`config.mk`:
```
export PLATFORM = sky130hd
export DESIGN_NAME = cdc_top
export DESIGN_NICKNAME = d
export VERILOG_FILES = /design/src/verilog/cdc_cfg_pkg.sv /design/src/verilog/cdc_state_pkg.sv /design/src/verilog/cdc_ctrl_if.sv /design/src/verilog/cdc_wake_merge.sv /design/src/verilog/cdc_holdoff_timer.sv /design/src/verilog/cdc_main_fsm.sv /design/src/verilog/cdc_pg_ctrl.sv /design/src/verilog/cdc_top.sv
export SDC_FILE = /design/constraint.sdc
export NUM_CORES = 1
export LEC_CHECK = 0
export BUFFER_PORTS_ARGS = -buffer_cell sky130_fd_sc_hd__buf_2
export CORE_UTILIZATION = 54
export DETAILED_ROUTE_END_ITERATION = 10
export PLACE_DENSITY = 0.73
export SLEW_MARGIN = 5
export SYNTH_ARGS = -nofsm -noshare
export SYNTH_HDL_FRONTEND = slang
export SYNTH_HIERARCHICAL = 1
export SYNTH_SLANG_ARGS = --single-unit
```
`constraint.sdc`:
```
create_clock -name clock -period 4.6 [get_ports clock]
set_clock_uncertainty 0.2 [all_clocks]
set_input_delay 0.23 -clock clock [delete_from_list [all_inputs] [get_ports clock]]
set_output_delay 0.23 -clock clock [all_outputs]
set_load 0.1 [all_outputs]
```
`src/verilog/cdc_cfg_pkg.sv`:
```
// Sizing and quasi-static configuration constants for the clock domain controller
package cdc_cfg_pkg;

    // Number of async gclock requests
    localparam int AREQ = 2;

    // Holdoff fields are log2 of a cycle count
    localparam int HOLDOFF_W = 4;

    // Idle timer width, largest target is 2^15
    localparam int ITBITS = 16;

    // IOSF ISM state width
    localparam int ISM_W = 3;

endpackage : cdc_cfg_pkg

```
`src/verilog/cdc_state_pkg.sv`:
```
// Main controller and ISM state encodings
package cdc_state_pkg;

    // Main clock domain controller sequence
    typedef enum logic [2:0] {
        ACTIVE      = 3'd0,                     // Clock running, domain busy
        IDLE_HOLD   = 3'd1,                     // Idle, holdoff timer counting
        GATED       = 3'd2,                     // Gate closed, clkreq still high
        OFF_PENDING = 3'd3,                     // clkreq dropping, waiting for clkack low
        LOCKED      = 3'd4,                     // Fully off, power gate allowed
        WAKE_WAIT   = 3'd5                      // clkreq back up, waiting for clkack high
    } cdc_state_t;

    // IOSF ISM, anything but idle counts as activity
    typedef enum logic [cdc_cfg_pkg::ISM_W-1:0] {
        ISM_IDLE        = 3'b000,
        ISM_IDLE_REQ    = 3'b001,
        ISM_ACTIVE_REQ  = 3'b010,
        ISM_ACTIVE      = 3'b011,
        ISM_CREDIT_REQ  = 3'b100,
        ISM_CREDIT_INIT = 3'b101,
        ISM_CREDIT_DONE = 3'b110,
        ISM_IDLE_NAK    = 3'b111
    } ism_state_t;

endpackage : cdc_state_pkg

```
`src/verilog/cdc_ctrl_if.sv`:
```
`timescale 1ns/1ps

// Control bundle between the main controller and the power gate side
interface cdc_ctrl_if;

    logic domain_locked;                        // Domain locked, clkreq may drop
    logic ism_wake;                             // Activity seen while gated or locked
    logic force_ready;                          // Locked under a forced power gate
    logic assert_clkreq;                        // Clock request level
    logic force_gate;                           // Registered pwrgate_force
    logic unlock_domain;                        // One cycle strobe, leave the locked states

    modport main (
        output domain_locked, ism_wake, force_ready,
        input  force_gate, unlock_domain
    );

    modport pg (
        input  domain_locked, ism_wake, force_ready,
        output assert_clkreq, force_gate, unlock_domain
    );

endinterface : cdc_ctrl_if

```
`src/verilog/cdc_wake_merge.sv`:
```
`timescale 1ns/1ps

module cdc_wake_merge (
    input  logic                           clock,            // Main clock
    input  logic                           reset,            // Sync reset, active high
    input  logic                           gclock_req_sync,  // Sync gclock request
    input  logic [cdc_cfg_pkg::AREQ-1:0]   gclock_req_async, // Glitch free async requests
    input  cdc_state_pkg::ism_state_t      ism_fabric,       // Fabric side ISM
    input  cdc_state_pkg::ism_state_t      ism_agent,        // Agent side ISM
    input  logic                           gclock_active,    // Gated clock running
    output logic [cdc_cfg_pkg::AREQ-1:0]   gclock_ack_async, // Per request ack
    output logic                           busy              // Any activity, registered
);
    import cdc_cfg_pkg::*;
    import cdc_state_pkg::*;

    logic any_req;                              // Raw OR of every activity source

    assign any_req = gclock_req_sync
                   | (|gclock_req_async)
                   | (ism_fabric != ISM_IDLE)   // Any non idle ISM keeps the clock
                   | (ism_agent != ISM_IDLE);

    always_ff @(posedge clock) begin
        if (reset) begin
            busy             <= 1'b0;
            gclock_ack_async <= '0;
        end else begin
            busy             <= any_req;        // One cycle after the inputs
            gclock_ack_async <= gclock_req_async & {AREQ{gclock_active}}; // Ack only with clock up
        end
    end

    // An ack bit needs its request on the cycle before
    a_ack_has_req : assert property (
        @(posedge clock) disable iff (reset)
        (gclock_ack_async & ~$past(gclock_req_async)) == '0
    ) else $error("async ack without request");

endmodule : cdc_wake_merge

```
`src/verilog/cdc_holdoff_timer.sv`:
```
`timescale 1ns/1ps

module cdc_holdoff_timer (
    input  logic                                clock,   // Main clock
    input  logic                                reset,   // Sync reset, active high
    input  logic                                start,   // Restart the count
    input  logic                                clear,   // Abort, go idle
    input  logic [cdc_cfg_pkg::HOLDOFF_W-1:0]   holdoff, // log2 of the wait in cycles
    output logic                                done     // High once, 2^holdoff after start
);
    import cdc_cfg_pkg::*;

    logic [ITBITS-1:0] count;                   // Cycles since start
    logic [ITBITS-1:0] target;                  // 2^holdoff, caught at start
    logic              running;

    assign done = running && (count == target);

    always_ff @(posedge clock) begin
        if (reset) begin
            running <= 1'b0;
            count   <= '0;
        end else if (clear) begin
            running <= 1'b0;
        end else if (start) begin
            running <= 1'b1;
            count   <= ITBITS'(1);              // First cycle after the start strobe
        end else if (done) begin
            running <= 1'b0;                    // One shot, wait for the next start
        end else if (running) begin
            count   <= count + 1'b1;
        end
    end

    always_ff @(posedge clock) begin
        if (start) begin
            target <= ITBITS'(1) << holdoff;    // Held so config changes do not move it
        end
    end

    // Done comes only from a start, either just now or while counting
    a_done_after_start : assert property (
        @(posedge clock) disable iff (reset)
        $rose(done) |-> ($past(start) || $past(running))
    ) else $error("holdoff done without start");

endmodule : cdc_holdoff_timer

```
`src/verilog/cdc_main_fsm.sv`:
```
`timescale 1ns/1ps

module cdc_main_fsm (
    input  logic                              clock,                   // Main clock
    input  logic                              reset,                   // Sync reset, active high
    input  logic                              busy,                    // Merged activity
    input  logic                              clkack,                  // Clock request ack level
    input  logic                              cfg_clkgate_disabled,    // No idle gating
    input  logic                              cfg_clkreq_ctl_disabled, // Keep clkreq when gated
    input  logic [cdc_cfg_pkg::HOLDOFF_W-1:0] cfg_clkgate_holdoff,     // Idle to gate, log2
    input  logic [cdc_cfg_pkg::HOLDOFF_W-1:0] cfg_clkreq_off_holdoff,  // Gate to clkreq off, log2
    cdc_ctrl_if.main                          ctrl,                    // To the power gate side
    output logic                              gclock_enable_final,     // Clock gate enable
    output logic                              gclock_active,           // Gated clock running
    output logic                              ism_locked,              // Hold the ISMs
    output logic                              boundary_locked          // Block non IOSF access
);
    import cdc_state_pkg::*;

    cdc_state_t state;
    cdc_state_t next_state;
    logic       idle_start, idle_clear, idle_done;  // Idle holdoff timer
    logic       off_start, off_clear, off_done;     // clkreq off holdoff timer

    always_comb begin
        next_state = state;
        case (state)
            ACTIVE: begin
                if (ctrl.force_gate) begin
                    next_state = GATED;             // Force skips the idle holdoff
                end else if (!busy && !cfg_clkgate_disabled) begin
                    next_state = IDLE_HOLD;
                end
            end
            IDLE_HOLD: begin
                if (ctrl.force_gate) begin
                    next_state = GATED;
                end else if (busy || cfg_clkgate_disabled) begin
                    next_state = ACTIVE;
                end else if (idle_done) begin
                    next_state = GATED;
                end
            end
            GATED: begin
                if (busy && !ctrl.force_gate) begin
                    next_state = ACTIVE;            // clkreq never dropped, ungate at once
                end else if (ctrl.force_gate || (off_done && !cfg_clkreq_ctl_disabled)) begin
                    next_state = OFF_PENDING;
                end
            end
            OFF_PENDING: begin
                if (ctrl.unlock_domain) begin
                    next_state = WAKE_WAIT;
                end else if (!clkack) begin
                    next_state = LOCKED;            // Clock source confirmed off
                end
            end
            LOCKED: begin
                if (ctrl.unlock_domain) begin
                    next_state = WAKE_WAIT;
                end
            end
            WAKE_WAIT: begin
                if (clkack) begin
                    next_state = ACTIVE;
                end
            end
            default: next_state = ACTIVE;
        endcase
    end

    always_ff @(posedge clock) begin
        if (reset) begin
            state <= ACTIVE;
        end else begin
            state <= next_state;
        end
    end

    // Timer controls from the state transition
    assign idle_start = (state == ACTIVE) && (next_state == IDLE_HOLD);
    assign idle_clear = (state == IDLE_HOLD) && (next_state != IDLE_HOLD);
    assign off_start  = (state != GATED) && (next_state == GATED);
    assign off_clear  = (state == GATED) && (next_state != GATED);

    cdc_holdoff_timer u_idle_timer (
        .clock   (clock),
        .reset   (reset),
        .start   (idle_start),
        .clear   (idle_clear),
        .holdoff (cfg_clkgate_holdoff),
        .done    (idle_done)
    );

    cdc_holdoff_timer u_clkreq_off_timer (
        .clock   (clock),
        .reset   (reset),
        .start   (off_start),
        .clear   (off_clear),
        .holdoff (cfg_clkreq_off_holdoff),
        .done    (off_done)
    );

    assign gclock_active       = (state == ACTIVE) || (state == IDLE_HOLD);
    assign gclock_enable_final = gclock_active || ((state == WAKE_WAIT) && clkack); // Open early
    assign ism_locked          = !gclock_active;
    assign boundary_locked     = (state == GATED) || (state == OFF_PENDING) ||
                                 (state == LOCKED) || (state == WAKE_WAIT);

    // clkreq may start dropping from OFF_PENDING onward
    assign ctrl.domain_locked = (state == OFF_PENDING) || (state == LOCKED);
    assign ctrl.ism_wake      = busy && ((state == GATED) || ctrl.domain_locked);
    assign ctrl.force_ready   = ctrl.domain_locked && ctrl.force_gate;

    a_enable_unlocked : assert property (
        @(posedge clock) disable iff (reset) gclock_enable_final |-> !ctrl.domain_locked
    ) else $error("gate enabled while domain locked");

    a_boundary_in_ism : assert property (
        @(posedge clock) disable iff (reset) boundary_locked |-> ism_locked
    ) else $error("boundary locked without ISM lock");

endmodule : cdc_main_fsm

```
`src/verilog/cdc_pg_ctrl.sv`:
```
`timescale 1ns/1ps

module cdc_pg_ctrl (
    input  logic     clock,             // Main clock
    input  logic     reset,             // Sync reset, active high
    input  logic     pwrgate_disabled,  // No idle power gating
    input  logic     pwrgate_force,     // Force gate and lock
    input  logic     pwrgate_pmc_wake,  // PMC wake
    input  logic     clkack,            // Clock request ack level
    cdc_ctrl_if.pg   ctrl,              // From the main controller
    output logic     clkreq,            // Clock request level
    output logic     pwrgate_ready      // Power gating allowed
);
    logic clkreq_q;
    logic clkreq_next;
    logic force_q;
    logic unlock_q;
    logic wake_evt;                     // Any reason to bring the clock back

    assign wake_evt = ctrl.ism_wake | pwrgate_pmc_wake;

    always_comb begin
        clkreq_next = clkreq_q;
        if (wake_evt && !ctrl.force_ready) begin
            clkreq_next = 1'b1;                         // Wake wins unless held by force
        end else if (ctrl.domain_locked && !unlock_q) begin
            clkreq_next = 1'b0;                         // Keep it up while unlock in flight
        end
    end

    always_ff @(posedge clock) begin
        if (reset) begin
            clkreq_q      <= 1'b1;                      // Clock requested out of reset
            force_q       <= 1'b0;
            unlock_q      <= 1'b0;
            pwrgate_ready <= 1'b0;
        end else begin
            clkreq_q      <= clkreq_next;
            force_q       <= pwrgate_force;
            // Single pulse, the FSM leaves the locked states on it
            unlock_q      <= wake_evt && ctrl.domain_locked && !ctrl.force_ready && !unlock_q;
            pwrgate_ready <= ctrl.domain_locked && !clkack && !clkreq_next &&
                             (!pwrgate_disabled || ctrl.force_ready);
        end
    end

    assign ctrl.assert_clkreq = clkreq_q;
    assign ctrl.force_gate    = force_q;
    assign ctrl.unlock_domain = unlock_q;
    assign clkreq             = ctrl.assert_clkreq;

    // Power gate only with the clock request dropped
    a_ready_no_clkreq : assert property (
        @(posedge clock) disable iff (reset) pwrgate_ready |-> !clkreq
    ) else $error("pwrgate_ready with clkreq high");

endmodule : cdc_pg_ctrl

```
`src/verilog/cdc_top.sv`:
```
`timescale 1ns/1ps

module cdc_top (
    input  logic                              clock,                   // Main clock
    input  logic                              reset,                   // Sync reset, active high
    output logic                              clkreq,                  // Clock request level
    input  logic                              clkack,                  // Clock request ack level
    output logic                              gclock_enable_final,     // Clock gate enable
    input  logic                              gclock_req_sync,         // Sync gclock request
    input  logic [cdc_cfg_pkg::AREQ-1:0]      gclock_req_async,        // Async gclock requests
    output logic [cdc_cfg_pkg::AREQ-1:0]      gclock_ack_async,        // Async request acks
    output logic                              gclock_active,           // Gated clock running
    input  cdc_state_pkg::ism_state_t         ism_fabric,              // Fabric ISM
    input  cdc_state_pkg::ism_state_t         ism_agent,               // Agent ISM
    output logic                              ism_locked,              // ISM lock
    output logic                              boundary_locked,         // Boundary lock
    input  logic                              cfg_clkgate_disabled,    // No idle gating
    input  logic                              cfg_clkreq_ctl_disabled, // Keep clkreq when gated
    input  logic [cdc_cfg_pkg::HOLDOFF_W-1:0] cfg_clkgate_holdoff,     // Idle to gate, log2
    input  logic [cdc_cfg_pkg::HOLDOFF_W-1:0] cfg_clkreq_off_holdoff,  // Gate to clkreq off, log2
    input  logic                              pwrgate_disabled,        // No idle power gating
    input  logic                              pwrgate_force,           // Force power gate
    input  logic                              pwrgate_pmc_wake,        // PMC wake
    output logic                              pwrgate_ready            // Power gating allowed
);
    logic busy;                                 // Merged activity, registered

    cdc_ctrl_if u_ctrl_if ();

    cdc_wake_merge u_wake_merge (
        .clock            (clock),
        .reset            (reset),
        .gclock_req_sync  (gclock_req_sync),
        .gclock_req_async (gclock_req_async),
        .ism_fabric       (ism_fabric),
        .ism_agent        (ism_agent),
        .gclock_active    (gclock_active),
        .gclock_ack_async (gclock_ack_async),
        .busy             (busy)
    );

    cdc_main_fsm u_main_fsm (
        .clock                   (clock),
        .reset                   (reset),
        .busy                    (busy),
        .clkack                  (clkack),
        .cfg_clkgate_disabled    (cfg_clkgate_disabled),
        .cfg_clkreq_ctl_disabled (cfg_clkreq_ctl_disabled),
        .cfg_clkgate_holdoff     (cfg_clkgate_holdoff),
        .cfg_clkreq_off_holdoff  (cfg_clkreq_off_holdoff),
        .ctrl                    (u_ctrl_if.main),
        .gclock_enable_final     (gclock_enable_final),
        .gclock_active           (gclock_active),
        .ism_locked              (ism_locked),
        .boundary_locked         (boundary_locked)
    );

    cdc_pg_ctrl u_pg_ctrl (
        .clock            (clock),
        .reset            (reset),
        .pwrgate_disabled (pwrgate_disabled),
        .pwrgate_force    (pwrgate_force),
        .pwrgate_pmc_wake (pwrgate_pmc_wake),
        .clkack           (clkack),
        .ctrl             (u_ctrl_if.pg),
        .clkreq           (clkreq),
        .pwrgate_ready    (pwrgate_ready)
    );

endmodule : cdc_top

```
==> flow_metrics.py, run 1 <==
metrics = {
    "power_and_ir_drop": {
        "peakVddDrop_mv": 0.1662,
        "p_int_mw": 1.022,
        "p_per_area_nw_per_um2": 312.6,
        "switching_share_pct": 25.67,
        "pwr-share-comb_pct": 11.1,
        "p_seq_share_pct": 53.9,
        "switchingPower_uw": 353.0,
        "leakagePower_nw": 1.672,
        "p_total_mw": 1.375,
        "clock_power_share_pct": 35.0,
    },
    "die": {
        "die_w_um": 87.35,
        "core_area_um2": 6907,
        "pin_count": 33,
        "dieArea_um2": 7630,
        "num_rows": 30,
        "die_h_um": 87.35,
        "initial_core_util_pct": 56.96,
    },
    "placed_design": {
        "dp_hpwl_um": 5819,
        "dp_worst_setup_slack_ns": 1.071,
        "port_buffers": 32,
        "placed_area_um2": 4134,
        "gp_congestion": 0.8817,
        "dp.cells": 526,
    },
    "worst_setup_path": {
        "required_ns": 4.62,
        "cp.arrival_ns": 3.60,
        "critPathKind": "reg -> reg",
        "crit_path_end_kind": "flop",
        "worst-path-max-fanout": 19,
        "startpoint_type": "flop",
    },
    "global_routing": {
        "grt_max_degree": 21,
        "grt_pass1_vias": 2861,
        "grt_usage_pct": 23.57,
        "antenna_found_initial": 0,
        "grt_pass1_wl_um": 13740,
        "grt_overflow": 0,
    },
    "route": {
        "drt_iter0_markers": 255,
        "wirelength_um": 8195,
        "drc": 0,
        "post_drt_wl_per_cell_um": 14.90,
        "dr.pass1.iters": 4,
        "vias_per_cell": 5.715,
        "ant_nets": 0,
        "vias": 3143,
    },
    "timing": {
        "rsz0062_at_grt": "false",
        "fmax_mhz": 280.1,
        "relSlewSlack_pct": 50.64,
        "worst_slack_ns": 1.029,
        "hold_viol": 0,
        "tightest_slew_ns": 0.7376,
        "period_share_pct": 77.62,
        "slew_viol_final": 0,
        "fin_crit_ns": 3.571,
        "setup_tns_ns": 0,
        "whs_ns": 0.04836,
        "setup_viol": 0,
    },
    "layout": {
        "finalNonFillerCells": 550,
        "area_delta_synth_final_pct": 11.83,
        "antennaDiodeCount": 0,
        "final_area_um2": 4399,
        "drive_gt1_share_pct": 16.30,
        "finish.utilization_pct": 63.70,
        "nFillCells": 598,
        "final_nets": 476,
    },
    "synthesis": {
        "syn_area_um2": 3934,
        "synthCells": 410,
        "synth_nets": 437,
        "syn_avg_cell_area_um2": 9.595,
        "ys_warn_count": 6,
    },
    "flow_run": {
        "drv_cap": 0,
    },
    "clocking": {
        "clk_pin_slew_ns": 0.07,
        "cts_buffer_depth": 2,
        "cts_buffers": 9,
        "cts_tree": "built",
        "htreeDepth": 3,
        "cts.sinks": 76,
        "clock_tree.root_cell": "clkbuf_8",
        "clock_latency_ns": 0.35,
    },
    "min_path": {
        "hold_class": "in -> reg",
    },
    "outcome": {
        "status": "complete, no violations",
    },
}
[cells in the final DEF (no fill, tap or decap), types with 3 or more instances in the layout]
| master | n |
|---|---|
| clkbuf_8 | 9 |
| nand3_1 | 25 |
| xor2_1 | 32 |
| a31o_2 | 4 |
| dfxtp_1 | 44 |
| dlygate4sd3_1 | 8 |
| o21ai_0 | 28 |
| nand2b_1 | 9 |
| a211o_1 | 4 |
| nor3_1 | 16 |
| o31ai_1 | 12 |
| and4_1 | 4 |
| and3_1 | 10 |
| nor4_1 | 11 |
| a21oi_1 | 5 |
| inv_1 | 7 |
| and2_1 | 5 |
| nor4_2 | 3 |
| nor2b_1 | 3 |
| nand4_1 | 4 |
| o21bai_1 | 3 |
| a31oi_1 | 11 |
| nand2_1 | 26 |
| buf_2 | 32 |
| nor2_1 | 53 |
| edfxtp_1 | 32 |
[area by class of cell]
type / count / area [µm²] / area share (%)
clock buffers: 11 / 131.4 / 2.986
flip-flops and latches: 76 / 1842 / 41.87
multi-input cells: 314 / 1978 / 44.97
clock inverters: 5 / 53.80 / 1.223
inverters: 7 / 26.28 / 0.5973
well taps: 96 / 120.1 / 2.730
repair buffers: 41 / 247.7 / 5.631
[metal layers]
layer | track usage (%) | part of all wire [%] | up-vias
met3 | 3.412 | 5.1 | 11
met5 | 0 | 0 | -
li1 | - | - | 1593
met2 | 35.51 | 44 | 103
met4 | 9.985 | 1.5 | 0
met1 | 33.82 | 49 | 1436
[worst max-delay path, stage by stage (launching register included)]
cell	delay [ns]
edfxtp_1	0.39
xor2_1	0.15
nor4_1	0.39
nand4_2	0.30
nor2_1	0.21
and3_1	0.19
a21o_1	0.55
inv_1	0.13
nor2_1	0.22
nor2_1	0.14
a21boi_2	0.25
o21ai_0	0.24
o41ai_2	0.10
[timing repair]
item,4_1_cts,5_1_grt
hold buffers,8,0
buffers inserted,0,0
hold endpoints to repair,5,0
resized for setup,0,0
[power by group through the flow]
stage / Sequential, mW / Clock (mW) / Combinational, mW
after floorplan: 0.759 / 0 / 0.103
after global placement: 0.756 / 0 / 0.144
after detailed placement: 0.757 / 0 / 0.147
final: 0.741 / 0.482 / 0.153
after CTS: 0.741 / 0.492 / 0.153
after global routing: 0.744 / 0.524 / 0.169
[sequential cells by signal, indices dropped and copies added (netlist names), 2 cells and up]
signal                                cells
u_main_fsm/u_clkreq_off_timer/count      16
u_wake_merge/gclock_ack_async             2
u_main_fsm/u_idle_timer/target           16
u_main_fsm/u_idle_timer/count            16
u_main_fsm/state                          3
u_main_fsm/u_clkreq_off_timer/target     16
[path summary, 6_finish.rpt]
| kind | from | end | cells after the start | slack [ns] |
|---|---|---|---|---|
| max | u_main_fsm/u_idle_timer/target[3] | u_main_fsm/u_clkreq_off_timer/count[12] | 12 | 1.03 |
| min | cfg_clkgate_holdoff[3] | u_main_fsm/u_idle_timer/target[4] | 2 | 0.05 |
| max reg2reg | u_main_fsm/u_idle_timer/target[3] | u_main_fsm/u_clkreq_off_timer/count[12] | 12 | 1.03 |
| min reg2reg | u_main_fsm/u_idle_timer/count[15] | u_main_fsm/u_idle_timer/count[15] | 1 | 0.31 |
Note: power is estimated with default switching activity, not from simulation.
==> run 2, diff against run 1 <==
Settings changed: ABC_AREA from default to 1.
Clock period 4.6 ns to 3.35 ns, I/O delays scaled along.
==> run 2 against run 1 <==
Core utilization decreased by 0.59 points. Register-to-register slack got worse by 0.79 ns. Combinational power increased by 140%. Sequential power increased by 44%. Die area increased by 19%. Synthesized cell count increased by 64%. Cell count increased by 50%.
==> flow_metrics.py, run 2 <==
metrics = {
    "outcome": {
        "status": "complete, no violations",
    },
    "timing": {
        "slew_viol_final": 0,
        "hold_viol": 0,
        "setup_tns_ns": 0,
        "rsz0062_at_grt": "false",
        "tightest_slew_ns": 0.6551,
        "fin_crit_ns": 3.106,
        "period_share_pct": 92.72,
        "relSlewSlack_pct": 56.32,
        "setup_viol": 0,
        "fmax_mhz": 322.0,
        "worst_slack_ns": 0.2440,
    },
    "clocking": {
        "clock_tree.root_cell": "clkbuf_8",
        "cts.sinks": 76,
        "cts_buffer_depth": 2,
        "clk_pin_slew_ns": 0.08,
        "clock_latency_ns": 0.34,
        "cts_tree": "built",
        "post_cts_buffers": 0,
        "htreeDepth": 3,
        "cts_buffers": 9,
    },
    "synthesis": {
        "synth_nets": 699,
        "syn_avg_cell_area_um2": 6.975,
        "synthCells": 672,
        "ys_warn_count": 6,
        "syn_area_um2": 4687,
    },
    "die": {
        "initial_core_util_pct": 56.48,
        "die_w_um": 95.17,
        "pin_count": 33,
        "core_area_um2": 8299,
        "num_rows": 33,
        "die_h_um": 95.17,
        "dieArea_um2": 9056,
    },
    "placed_design": {
        "dp_worst_setup_slack_ns": -0.2481,
        "gp_congestion": 0.9181,
        "dp_hpwl_um": 7305,
        "port_buffers": 32,
        "placed_area_um2": 4868,
    },
    "layout": {
        "area_delta_synth_final_pct": 11.75,
        "antennaDiodeCount": 0,
        "drive_gt1_share_pct": 15.37,
        "layout_commonest_cell": "nand2_1",
        "finish.utilization_pct": 63.11,
        "final_cell_mix": "156 x nand2_1, 125 x nor2_1, 69 x inv_1, 69 x nand3_1, 44 x dfxtp_1",
        "final_nets": 744,
        "final_area_um2": 5238,
    },
    "power_and_ir_drop": {
        "leakagePower_nw": 2.233,
        "p_total_mw": 2.180,
        "peakVddDrop_mv": 0.3268,
        "p_per_area_nw_per_um2": 416.3,
    },
    "worst_setup_path": {
        "cp.arrival_ns": 3.10,
        "crit_path_end_kind": "flop",
        "critPathKind": "reg -> reg",
        "required_ns": 3.34,
        "worst-path-max-fanout": 14,
        "startpoint_type": "flop",
    },
    "global_routing": {
        "grt_overflow": 0,
        "antenna_found_initial": 0,
        "grt_pass1_wl_um": 17150,
        "grt_pass1_vias": 3916,
        "grt_usage_pct": 24.37,
        "grt_max_degree": 34,
    },
    "min_path": {
        "hold_class": "in -> reg",
    },
    "flow_run": {
        "drv_cap": 0,
    },
    "route": {
        "ant_nets": 0,
        "drc": 0,
        "vias": 4363,
        "post_drt_wl_per_cell_um": 12.47,
        "drt_iter0_markers": 313,
        "dr.pass1.iters": 5,
        "vias_per_cell": 5.276,
        "wirelength_um": 10320,
    },
}
-- run 2: worst paths after layout --
| path | from | endpoint | slack [ns] | cells past startpoint |
|---|---|---|---|---|
| max | u_main_fsm/u_idle_timer/count[2] | u_main_fsm/u_idle_timer/count[4] | 0.24 | 16 |
| min | cfg_clkgate_holdoff[1] | u_main_fsm/u_idle_timer/target[7] | 0.03 | 3 |
| min reg2reg | u_main_fsm/u_clkreq_off_timer/count[13] | u_main_fsm/u_clkreq_off_timer/count[13] | 0.32 | 2 |
| max reg2reg | u_main_fsm/u_idle_timer/count[2] | u_main_fsm/u_idle_timer/count[4] | 0.24 | 16 |
-- run 2: what timing repair did --
action	4_1_cts	5_1_grt
hold endpoints to repair	20	0
hold buffers	15	0
pin swaps	0	1
gates cloned	0	1
gates resized for setup	1	0
setup endpoints to repair	17	17
-- run 2: stage by stage --
| step | instances | hold slack [ns] |
|---|---|---|
| after floorplan | 672 | 0.03657 |
| after global placement | 795 | 0.1690 |
| after detailed placement | 795 | 0.1821 |
| after CTS | 826 | 0.02074 |
| after global routing | 827 | 0.04818 |
| final | 827 | 0.03122 |
-- run 2: cell type report --
cell class              count  area (µm²)
clock buffers              11       131.4
flip-flops and latches     76        1842
clock inverters             5       76.32
well taps                 105       131.4
fillers                   718        3062
multi-input cells         482        2307
inverters                  85       319.1
repair buffers             63       430.4
-- run 2: routing by layer --
metal	global-route usage [%]	part of all wire (%)	vias to the layer above
met3	3.828	7.0	15
li1	-	-	2231
met5	0	0	-
met2	39.94	44	165
met1	32.93	48	1952
met4	7.576	1.2	0
-- run 2: worst max-delay path: stages, from the launching register on --
cell	delay, ns
dfxtp_1	0.52
nand2_1	0.09
nand2_1	0.07
nor2_1	0.04
nand2_1	0.07
nor2_2	0.06
nand3_1	0.15
inv_1	0.08
nand2_1	0.08
nand2_1	0.21
nor2_4	0.43
nor2_1	0.08
nor2_1	0.16
buf_4	0.21
nand2_1	0.29
nand2_1	0.15
a21oi_1	0.07
-- run 2: power by group --
part,leakage (nW),internal (mW),switching [mW]
logic,1.50,0.124,0.244
registers,0.636,1.02,0.0505
clock network,0.101,0.417,0.325
